<file path="src/common/sound_pkg.sv">
// Sound board shared types

package sound_pkg;

    // audio widths
    localparam int SAMPLE_W = 16;
    localparam int PCM_W    = 14;
    localparam int GAIN_W   = 8;
    localparam int ADDR_W   = 18;

    // mixer-side signed sample
    typedef logic signed [SAMPLE_W-1:0] sample_t;

    // player output, byte placed in the top bits
    typedef logic signed [PCM_W-1:0] pcm_t;

    // 4.4 fixed point, 8'h10 is unity
    typedef logic [GAIN_W-1:0] gain_t;

    // user level knob
    typedef logic [1:0] level_t;

    // sample ROM byte address
    typedef logic [ADDR_W-1:0] rom_addr_t;

    // one CPU write cycle towards the player
    typedef struct packed {
        logic [1:0] reg_sel; // 0..2 start address, 3 control
        logic [7:0] data;
    } cpu_wr_t;

    // fetch sequencer
    // REQUEST: ready to open a fetch on the next enabled cycle
    // WAIT: rom_cs high until rom_ok
    typedef enum logic [1:0] {
        IDLE,
        REQUEST,
        WAIT
    } pcm_state_e;

    // sample byte that terminates playback
    localparam logic [7:0] pcm_end_byte = 8'h80;

endpackage

</file>
<file path="src/rtl/sound_gain.sv">
// Level to gain conversion
`timescale 1ns/1ns

module sound_gain (
    input  logic                CLK96,
    input  logic                RESET96,
    input  sound_pkg::level_t   fx_level,
    input  sound_pkg::level_t   fm_level,
    input  logic                pcm_en,
    input  logic                fm_en,
    output sound_pkg::gain_t    fm_gain,
    output sound_pkg::gain_t    pcm_gain
);

    // level knob to 4.4 gain
    function automatic sound_pkg::gain_t level_gain(input sound_pkg::level_t level);
        sound_pkg::gain_t g;
        case (level)
            2'd0:    g = 8'h20; // 200%
            2'd1:    g = 8'h0c; // 75%
            2'd2:    g = 8'h10; // unity
            default: g = 8'h18; // 150%
        endcase
        return g;
    endfunction

    // one register stage, a disabled source gets zero gain
    always_ff @(posedge CLK96 or posedge RESET96) begin
        if (RESET96) begin
            fm_gain  <= '0;
            pcm_gain <= '0;
        end else begin
            fm_gain  <= fm_en  ? level_gain(fm_level) : '0;
            pcm_gain <= pcm_en ? level_gain(fx_level) : '0;
        end
    end

endmodule

</file>
<file path="src/mixer/sound_mixer.sv">
// Four channel saturating mixer
`timescale 1ns/1ns

module sound_mixer #(
    parameter int W0   = 16,
    parameter int W1   = 16,
    parameter int W2   = 16,
    parameter int W3   = 16,
    parameter int WOUT = 16
) (
    input  logic                   CLK96,
    input  logic                   RESET96,
    input  logic signed [W0-1:0]   ch0,
    input  logic signed [W1-1:0]   ch1,
    input  logic signed [W2-1:0]   ch2,
    input  logic signed [W3-1:0]   ch3,
    input  sound_pkg::gain_t       gain0,
    input  sound_pkg::gain_t       gain1,
    input  sound_pkg::gain_t       gain2,
    input  sound_pkg::gain_t       gain3,
    output logic signed [WOUT-1:0] mixed,
    output logic                   peak
);

    // widest channel sets the arithmetic width
    localparam int WA = (W0 > W1) ? W0 : W1;
    localparam int WB = (W2 > W3) ? W2 : W3;
    localparam int WM = (WA > WB) ? WA : WB;
    localparam int WP = WM + $bits(sound_pkg::gain_t) + 1; // gain used as positive signed
    localparam int WS = WP + 2;                             // room for four terms

    logic signed [WP-1:0] prod0;
    logic signed [WP-1:0] prod1;
    logic signed [WP-1:0] prod2;
    logic signed [WP-1:0] prod3;

    logic signed [WS-1:0]   sum;
    logic signed [WS-1:0]   shifted;
    logic                   ovf;
    logic signed [WOUT-1:0] sat;

    // stage one
    always_ff @(posedge CLK96 or posedge RESET96) begin
        if (RESET96) begin
            prod0 <= '0;
            prod1 <= '0;
            prod2 <= '0;
            prod3 <= '0;
        end else begin
            prod0 <= ch0 * $signed({1'b0, gain0});
            prod1 <= ch1 * $signed({1'b0, gain1});
            prod2 <= ch2 * $signed({1'b0, gain2});
            prod3 <= ch3 * $signed({1'b0, gain3});
        end
    end

    // sum, drop the 4 fraction bits, clamp
    always_comb begin
        sum     = prod0 + prod1 + prod2 + prod3;
        shifted = sum >>> 4;
        // out of range when the bits above WOUT are not all sign copies
        ovf = shifted[WS-1:WOUT-1] != {(WS-WOUT+1){shifted[WS-1]}};
        if (!ovf)
            sat = shifted[WOUT-1:0];
        else if (shifted[WS-1])
            sat = {1'b1, {(WOUT-1){1'b0}}}; // most negative
        else
            sat = {1'b0, {(WOUT-1){1'b1}}}; // most positive
    end

    // stage two
    always_ff @(posedge CLK96 or posedge RESET96) begin
        if (RESET96) begin
            mixed <= '0;
            peak  <= 1'b0;
        end else begin
            mixed <= sat;
            peak  <= ovf;
        end
    end

endmodule

</file>
<file path="src/pcm/pcm_player.sv">
// PCM sample player
`timescale 1ns/1ns

module pcm_player (
    input  logic                 CLK96,
    input  logic                 RESET96,
    input  logic                 cen,
    input  logic                 cpu_we,
    input  sound_pkg::cpu_wr_t   cpu_wr,
    output logic [7:0]           cpu_dout,
    output logic                 rom_cs,
    output sound_pkg::rom_addr_t rom_addr,
    input  logic [7:0]           rom_data,
    input  logic                 rom_ok,
    output sound_pkg::pcm_t      pcm,
    output logic                 pcm_sample,
    output logic                 busy
);

    sound_pkg::pcm_state_e state;
    sound_pkg::rom_addr_t  start_addr;
    sound_pkg::rom_addr_t  addr;
    logic                  reload;   // next fetch starts from start_addr
    logic                  ctrl_wr;
    logic                  at_end;

    assign ctrl_wr = cpu_we && (cpu_wr.reg_sel == 2'd3);
    assign at_end  = rom_data == sound_pkg::pcm_end_byte;

    // status read, busy only
    assign cpu_dout = {7'd0, busy};

    assign rom_cs   = state == sound_pkg::WAIT;
    assign rom_addr = addr;

    // start address bytes
    always_ff @(posedge CLK96) begin
        if (cpu_we) begin
            case (cpu_wr.reg_sel)
                2'd0: start_addr[7:0]   <= cpu_wr.data;
                2'd1: start_addr[15:8]  <= cpu_wr.data;
                2'd2: start_addr[17:16] <= cpu_wr.data[1:0];
                default: ; // control handled below
            endcase
        end
    end

    always_ff @(posedge CLK96 or posedge RESET96) begin
        if (RESET96) begin
            state      <= sound_pkg::IDLE;
            addr       <= '0;
            reload     <= 1'b0;
            busy       <= 1'b0;
            pcm        <= '0;
            pcm_sample <= 1'b0;
        end else begin
            pcm_sample <= 1'b0;
            case (state)
                sound_pkg::IDLE: begin
                    if (busy)
                        state <= sound_pkg::REQUEST;
                end
                sound_pkg::REQUEST: begin
                    if (!busy) begin
                        state <= sound_pkg::IDLE;
                    end else if (cen) begin // paused player opens no fetch
                        state <= sound_pkg::WAIT;
                        if (reload) begin
                            addr   <= start_addr;
                            reload <= 1'b0;
                        end
                    end
                end
                sound_pkg::WAIT: begin
                    // address and cs stay put until the ROM answers
                    if (rom_ok) begin
                        if (!busy || reload) begin
                            // stopped or restarted meanwhile, drop the byte
                            state <= busy ? sound_pkg::REQUEST : sound_pkg::IDLE;
                        end else if (at_end) begin
                            busy  <= 1'b0;
                            pcm   <= '0;
                            state <= sound_pkg::IDLE;
                        end else begin
                            pcm        <= {rom_data, 6'd0}; // byte into top bits
                            pcm_sample <= 1'b1;
                            addr       <= addr + 1'b1;
                            state      <= sound_pkg::REQUEST;
                        end
                    end
                end
                default: state <= sound_pkg::IDLE;
            endcase

            // control write wins over the sequencer
            if (ctrl_wr) begin
                if (cpu_wr.data[0]) begin
                    busy   <= 1'b1;
                    reload <= 1'b1;
                end else begin
                    busy   <= 1'b0;
                    reload <= 1'b0;
                    pcm    <= '0;
                end
            end
        end
    end

endmodule

</file>
<file path="src/rtl/sound_board.sv">
// Arcade sound board top
`timescale 1ns/1ns

module sound_board (
    input  logic                 CLK96,
    input  logic                 RESET96,
    input  logic                 pcm_cen,
    input  logic                 pause,
    input  sound_pkg::sample_t   fm_left,
    input  sound_pkg::sample_t   fm_right,
    input  logic                 fm_sample,
    input  logic                 cpu_we,
    input  sound_pkg::cpu_wr_t   cpu_wr,
    output logic [7:0]           cpu_dout,
    output logic                 rom_cs,
    output sound_pkg::rom_addr_t rom_addr,
    input  logic [7:0]           rom_data,
    input  logic                 rom_ok,
    input  sound_pkg::level_t    fx_level,
    input  sound_pkg::level_t    fm_level,
    input  logic                 pcm_en,
    input  logic                 fm_en,
    input  logic                 audio_mix,
    output sound_pkg::sample_t   left,
    output sound_pkg::sample_t   right,
    output logic                 sample,
    output logic                 peak,
    output logic                 busy
);

    localparam int SW = sound_pkg::SAMPLE_W;
    localparam int PW = sound_pkg::PCM_W;

    sound_pkg::sample_t fm_left_r;
    sound_pkg::sample_t fm_right_r;
    sound_pkg::pcm_t    pcm;
    sound_pkg::pcm_t    pcm_r;
    logic               pcm_sample;
    logic               player_cen;

    sound_pkg::gain_t   fm_gain;
    sound_pkg::gain_t   pcm_gain;

    sound_pkg::sample_t left_stereo;
    sound_pkg::sample_t right_stereo;
    sound_pkg::sample_t mono;
    logic               peak_left;
    logic               peak_right;
    logic               peak_mono;

    assign player_cen = pcm_cen & ~pause;
    assign sample     = fm_sample; // FM rate marks the output rate

    // input stage ahead of the mixers
    always_ff @(posedge CLK96) begin
        fm_left_r  <= fm_left;
        fm_right_r <= fm_right;
        pcm_r      <= pcm;
    end

    sound_gain u_gain (
        .CLK96    (CLK96),
        .RESET96  (RESET96),
        .fx_level (fx_level),
        .fm_level (fm_level),
        .pcm_en   (pcm_en),
        .fm_en    (fm_en),
        .fm_gain  (fm_gain),
        .pcm_gain (pcm_gain)
    );

    sound_mixer #(.W0(SW), .W1(PW), .W2(SW), .W3(SW), .WOUT(SW)) u_mix_left (
        .CLK96   (CLK96),
        .RESET96 (RESET96),
        .ch0     (fm_left_r),
        .ch1     (pcm_r),
        .ch2     ('0),
        .ch3     ('0),
        .gain0   (fm_gain),
        .gain1   (pcm_gain),
        .gain2   ('0),
        .gain3   ('0),
        .mixed   (left_stereo),
        .peak    (peak_left)
    );

    sound_mixer #(.W0(SW), .W1(PW), .W2(SW), .W3(SW), .WOUT(SW)) u_mix_right (
        .CLK96   (CLK96),
        .RESET96 (RESET96),
        .ch0     (fm_right_r),
        .ch1     (pcm_r),
        .ch2     ('0),
        .ch3     ('0),
        .gain0   (fm_gain),
        .gain1   (pcm_gain),
        .gain2   ('0),
        .gain3   ('0),
        .mixed   (right_stereo),
        .peak    (peak_right)
    );

    // both FM sides plus PCM
    sound_mixer #(.W0(SW), .W1(PW), .W2(SW), .W3(SW), .WOUT(SW)) u_mix_mono (
        .CLK96   (CLK96),
        .RESET96 (RESET96),
        .ch0     (fm_left_r),
        .ch1     (pcm_r),
        .ch2     (fm_right_r),
        .ch3     ('0),
        .gain0   (fm_gain),
        .gain1   (pcm_gain),
        .gain2   (fm_gain),
        .gain3   ('0),
        .mixed   (mono),
        .peak    (peak_mono)
    );

    assign left  = audio_mix ? left_stereo  : mono;
    assign right = audio_mix ? right_stereo : mono;

    always_ff @(posedge CLK96 or posedge RESET96) begin
        if (RESET96)
            peak <= 1'b0;
        else
            peak <= audio_mix ? (peak_left | peak_right) : peak_mono;
    end

    pcm_player u_pcm (
        .CLK96      (CLK96),
        .RESET96    (RESET96),
        .cen        (player_cen),
        .cpu_we     (cpu_we),
        .cpu_wr     (cpu_wr),
        .cpu_dout   (cpu_dout),
        .rom_cs     (rom_cs),
        .rom_addr   (rom_addr),
        .rom_data   (rom_data),
        .rom_ok     (rom_ok),
        .pcm        (pcm),
        .pcm_sample (pcm_sample),
        .busy       (busy)
    );

endmodule

</file>
<file path="config.mk">
export PLATFORM = sky130hd
export DESIGN_NAME = sound_board
export DESIGN_NICKNAME = d
export VERILOG_FILES = /design/src/common/sound_pkg.sv /design/src/rtl/sound_gain.sv /design/src/mixer/sound_mixer.sv /design/src/pcm/pcm_player.sv /design/src/rtl/sound_board.sv
export SDC_FILE = /design/constraint.sdc
export NUM_CORES = 1
export LEC_CHECK = 0
export BUFFER_PORTS_ARGS = -buffer_cell sky130_fd_sc_hd__buf_4
export CAP_MARGIN = 10
export CORE_MARGIN = 2
export CORE_UTILIZATION = 45
export CTS_CLUSTER_SIZE = 25
export DETAILED_ROUTE_END_ITERATION = 8
export PLACE_DENSITY_LB_ADDON = 0.05
export RECOVER_POWER = 100
export REMOVE_ABC_BUFFERS = 1
export SYNTH_ARGS = -nofsm -noshare
export SYNTH_HDL_FRONTEND = slang
export SYNTH_SLANG_ARGS = --single-unit
</file>
<file path="constraint.sdc">
create_clock -name CLK96 -period 5.14 [get_ports CLK96]
set_input_delay 0.257 -clock CLK96 [delete_from_list [all_inputs] [get_ports CLK96]]
set_output_delay 0.257 -clock CLK96 [all_outputs]
set_load 0.1 [all_outputs]
</file>
==> flow_summary.ini, run 1 <==
[outcome]
status = finished with violations
failed_checks = capacitance limit, slew limit

[synthesis]
synthCells = 2048
ys_ff_latch = 227
synth.cell_area_um2 = 18700
async_flop_share = 0.718
synth_edf_count = 18
synth.avg_cell_area_um2 = 9.13
synth_cell_types = 83
synth_ff_type = dfrtp_1
ys_warn_count = 0
yosysSeqAreaShare = 0.296

[placed_design]
io_buffers = 116
hpwl_mm = 33.5
place.gp.congestion = 0.864

[floorplan]
rows = 74
die_area_um2 = 43200
core_area_um2 = 40900
initial_core_util = 0.457
die_x_um = 208
io_pins = 126
dieHeight_um = 208

[setup_path]
r2r_end = u_mix_mono.mixed[10]
required_ps = 5580
r2r_cells = 17
start_kind = flop
r2r_slack_ps = 230
cp-end-kind = flop
criticalPathCategory = reg -> reg
cp.arrival_ps = 5350
cp_max_fo = 8
rr_startpoint = u_mix_mono.prod1[4]

[clock_network]
clkTransAtPathRegs_ps = 60
clk_latency_ps = 590
cts_sinks = 227
cts_root_buffer = clkbuf_16
numCtsBuffers = 28
tritoncts = built
max-clock-path-buffers = 3
cts_max_level = 1

[timing]
layout_min_cycle_time_ps = 4910
slew_viol_final = 168
max_slew_margin = -0.724
period_share = 0.956
finClkSkew_ps = 50.6
max_freq_ghz = 0.204
finalSetupTns_ps = 0
tightest_slew_ps = 2590
timing_hold_violations_final = 0
setup_viol = 0

[global_routing]
grt_use_met3 = 0.0201
grt_usage = 0.197
top_usage_layer = met2
overflow = 0
grt_pass1_vias = 14350
met1_usage = 0.276
grt_pass1_wl_mm = 70.8
grt_antenna_before_repair = 0
use_met2 = 0.331
grt_max_degree = 68

[route]
wire_per_inst_um = 15.1
totalWireLength_mm = 42.1
num_vias = 14221
drt_iter0_drc = 677
drc = 0
drt_first_pass_iters = 5
via_per_inst = 5.10
antenna_left = 0

[min_path]
min_path_cells = 4
min-delay-start = pause
hold_class = in -> reg
holdPathEnd = u_pcm.state[0]

[cells_and_area]
nets = 2640
nFillCells = 3841
diodes = 0
final_common_cell = inv_1
multiInputGateArea_um2 = 11900
syn2layout_area_growth_pct = 15.8
drive_gt1_frac = 0.0815
final_cell_mix = inv_1 (295), ha_1 (240), nand2_1 (174)
regArea_um2 = 5540

[pwr]
p_per_area_nw_per_um2 = 344
power.total_uw = 7460
vdd_drop_max_v = 0.000362
cellLeakagePower_uw = 0.0110

[run]
cap_violations = 3
-- routing by layer --
layer | vias to the layer above | routed length (um)
li1 | 7243 | -
met5 | - | 0
met4 | 0 | 749
met3 | 53 | 1500
met2 | 248 | 19400
met1 | 6677 | 20400
-- state kept, by name, indices dropped and copies added (netlist names) --
| name | flops |
|---|---|
| fm_right_r | 16 |
| u_mix_mono.peak | 1 |
| peak | 1 |
| u_mix_right.mixed | 16 |
| u_pcm.busy | 1 |
| u_pcm.rom_addr | 18 |
| u_pcm.reload | 1 |
| u_pcm.start_addr | 18 |
| fm_left_r | 16 |
| u_mix_mono.mixed | 16 |
| u_gain.pcm_gain | 4 |
| u_mix_left.peak | 1 |
| pcm_r | 14 |
| u_mix_left.mixed | 16 |
| u_mix_mono.prod0 | 23 |
| u_mix_right.peak | 1 |
| u_gain.fm_gain | 4 |
| u_pcm.pcm | 14 |
| u_mix_mono.prod2 | 23 |
| u_mix_mono.prod1 | 21 |
| u_pcm.state | 2 |
-- per-stage QoR --
stage | instances | setup WS (ps) | instance area (um2) | hold slack [ps] | utilization
detailed placement | 2671 | 57.5 | 20200 | 314 | 0.493
global placement | 2671 | 158 | 20200 | 310 | 0.493
global route | 2791 | -0.940 | 21700 | 57.5 | 0.529
floorplan | 1998 | -111 | 18500 | 285 | -
CTS | 2785 | 1.20 | 21800 | 14.2 | 0.532
finish | 2791 | 228 | 21700 | 48.6 | 0.529
-- where the power goes --
group | leakage (uW) | switching [uW] | total, uW | internal (uW)
clock | 0.000466 | 830 | 2030 | 1200
combinational | 0.00794 | 2290 | 3100 | 802
sequential | 0.00258 | 212 | 2340 | 2120
-- final cells by class --
cell class / instances / area share
flip-flops and latches: 227 / 0.256
repair buffers: 208 / 0.0670
clock inverters: 20 / 0.0110
inverters: 297 / 0.0515
well taps: 532 / 0.0307
multi-input cells: 1475 / 0.550
clock buffers: 32 / 0.0340
-- how the worst max path moves through the flow --
stage | end | cells past startpoint | startpoint | slack [ps]
after global placement | u_mix_mono.mixed[3] | 17 | u_mix_mono.prod1[2] | 160
after detailed placement | u_mix_mono.mixed[3] | 17 | u_mix_mono.prod1[2] | 60
after CTS | u_mix_mono.prod2[23] | 18 | u_gain.fm_gain[5] | 1
after global routing | u_mix_mono.mixed[10] | 17 | u_mix_mono.prod1[4] | -0.9
after floorplan | u_mix_mono.mixed[0] | 19 | u_mix_mono.prod1[2] | -110
final | u_mix_mono.mixed[10] | 17 | u_mix_mono.prod1[4] | 230
-- logic make-up after synthesis --
family	synth area share
adders and majority gates	0.265
AOI/OAI and AO/OA	0.143
and+or+nand+nor	0.174
xor gates and xnor gates	0.0422
buffers and inverters	0.0735
other	0.000201
DFF	0.296
muxes	0.00535
-- worst max-delay path: stages, from the launching register on --
cell     delay [ps]
dfrtp_1         400
ha_1            400
o21ai_2         190
o21a_1          180
o221a_2         230
o21a_1          230
o21ai_1         100
xnor2_1         320
ha_1            320
a21oi_1         150
o21ai_1         110
or3_1           310
a21o_1          210
and3_4          170
or3_1           380
or3_4           420
mux2_4          340
o32ai_1         300
-- synth_stat cells (all sizes together) (6+ instances only) --
master,instances,area [um2]
edfxtp,18,541
inv,296,1110
or2,10,62.6
a211o,7,61.3
nor2,93,349
o22ai,12,75.1
a2111oi,6,53.8
nor3b,7,52.6
nand2,174,653
clkbuf,41,154
o21bai,16,120
xor2,28,245
xnor2,62,543
o32ai,16,208
ha,243,3040
o21a,16,120
fa,96,1920
dfrtp,163,4080
nor2b,16,100
o21ai,81,409
dfxtp,46,921
or3,17,106
and2,187,1170
and3,14,92.6
a21o,32,240
nand3,38,190
a31oi,10,77.6
o31ai,17,133
a211oi,17,133
nand2b,25,156
o211ai,8,60.1
buf,15,105
nor3,25,125
a21oi,118,591
-- what timing repair did --
action	in CTS	in global routing
setup endpoints to repair	0	22
hold buffers	62	0
resized for setup	0	28
endpoints found under the hold margin	116	0
buffers inserted	0	5
(Power assumes the default switching activity.)
==> run 2: changes to the inputs <==
- clock period: 5.14 -> 5.3 ns (I/O delays scaled with it)
==> run 2 against run 1 <==
Compared with the run above:
- the run still ends with capacitance limit, slew limit left
- die area unchanged
- maximum frequency decreased by 2.9%
- sequential share of layout area increased by 0.24 points
- core utilization decreased by 0.51 points
- power fell by 4.9%
- hold slack lost 9.4 ps
- critical path depth stayed put
- combinational power decreased by 3%
- critical endpoint unchanged
==> flow_summary.ini, run 2 (synthesis results as in run 1) <==
[pwr]
vdd_drop_max_v = 0.000408
cellLeakagePower_uw = 0.0109
power_switching_uw = 3190
p_per_area_nw_per_um2 = 331
intPower_uw = 3900
combPwrFrac = 0.423
switching_share = 0.450
power_frac_seq = 0.319
clkPwrFrac = 0.258

[global_routing]
grt_pass1_vias = 14261
grt_antenna_before_repair = 1
overflow = 0
grt_usage = 0.197
grt_max_degree = 66
grt_pass1_wl_mm = 71.0

[min_path]
hold_class = in -> reg

[timing]
max_freq_ghz = 0.198
layout_min_cycle_time_ps = 5060
setup_viol = 0
timing_hold_violations_final = 0
finClkSkew_ps = 13.0
period_share = 0.954
slew_viol_final = 114
timing.hold.ws_ps = 39.2
tightest_slew_ps = 2410
grt_setup_unrepaired = no
finalSetupTns_ps = 0
max_slew_margin = -0.613

[route]
totalWireLength_mm = 41.9
num_vias = 14208
wire_per_inst_um = 15.1
via_per_inst = 5.11
drt_iter0_drc = 590
drt_first_pass_iters = 5
drc = 0
antenna_left = 0

[floorplan]
die_x_um = 208
io_pins = 126
rows = 74
initial_core_util = 0.457
die_area_um2 = 43200
dieHeight_um = 208
core_area_um2 = 40900

[outcome]
failed_checks = capacitance limit, slew limit
status = finished with violations

[cells_and_area]
nets = 2630
final_cell_mix = inv_1 (295), ha_1 (243), nand2_1 (174)
final_common_cell = inv_1
regArea_um2 = 5540
syn2layout_area_growth_pct = 14.7
drive_gt1_frac = 0.0726
largestRegisters = u_mix_mono.prod0: 23 flops, u_mix_mono.prod2: 23 flops, u_mix_mono.prod1: 21 flops
post-route-cell-area_um2 = 21400
multiInputGateArea_um2 = 11800
nFillCells = 3921

[setup_path]
cp_max_fo = 7
cp-end-kind = flop
criticalPathCategory = reg -> reg
required_ps = 5760
cp.arrival_ps = 5520
start_kind = flop

[clock_network]
clkTransAtPathRegs_ps = 60
cts_max_level = 1
max-clock-path-buffers = 3
cts_sinks = 227
numCtsBuffers = 27
cts_root_buffer = clkbuf_16
clk_latency_ps = 570
tritoncts = built

[placed_design]
io_buffers = 116
hpwl_mm = 33.0
place.gp.congestion = 0.843
place_area_um2 = 20100

[run]
cap_violations = 2
## run 2: layer usage
metal,track usage,share of wire,wire (um)
met5,0,0,0
met4,0.0408,0.018,748
met3,0.0221,0.033,1390
met2,0.325,0.46,19100
met1,0.280,0.49,20700
## run 2: worst max-delay path, stage by stage (launching register included)
cell	delay, ps
dfrtp_1	430
ha_1	340
a211oi_2	290
o21a_1	210
o221a_2	260
o21a_2	190
o21ai_0	110
xnor2_1	300
ha_1	330
a21oi_1	140
o21ai_0	160
or3_1	330
a21o_1	210
and3_4	170
or3_1	380
or3_1	440
mux2_2	380
o32ai_1	290
## run 2: stage by stage
stage,util,setup slack [ps],instances,total power (uW)
2_1_floorplan,-,48.5,1998,4660
3_3_place_gp,0.492,269,2665,5360
3_5_place_dp,0.492,153,2665,5390
4_1_cts,0.529,141,2776,7300
5_1_grt,0.524,2.44,2779,7530
6_report,0.524,243,2780,7090
## run 2: repair_timing
action	in CTS	in global routing
setup buffers	0	1
hold buffers	63	0
endpoints found under the hold margin	114	0
resized for setup	0	13
setup endpoints to repair	0	18
## run 2: path summary, 6_finish.rpt
check	startpoint	end	slack, ps	depth (start not counted)
setup / recovery	u_mix_mono.prod1[3]	u_mix_mono.mixed[10]	240	17
hold / removal	cpu_wr[8]	u_pcm.start_addr[16]	40	2
setup reg to reg	u_mix_mono.prod1[3]	u_mix_mono.mixed[10]	240	17
hold reg to reg	u_pcm.pcm[4]	pcm_r[4]	360	0
max in group asynchronous	RESET96	u_mix_mono.prod2[21]	2050	4
min in group asynchronous	RESET96	u_gain.pcm_gain[2]	910	3
## run 2: final cells by class
cell class / count / share of cell area
diodes: 2 / 0.000233
clock buffers: 34 / 0.0337
clock inverters: 14 / 0.00694
inverters: 297 / 0.0520
multi-input cells: 1475 / 0.552
flip-flops and latches: 227 / 0.258
well taps: 532 / 0.0310
repair buffers: 199 / 0.0658
## run 2: power by group through the flow
stage | logic [uW] | clock network [uW] | registers, uW
after floorplan | 1970 | 0 | 2690
after global placement | 3070 | 0 | 2290
final | 3000 | 1830 | 2260
after detailed placement | 3100 | 0 | 2290
after global routing | 3260 | 1970 | 2300
after CTS | 3140 | 1890 | 2260
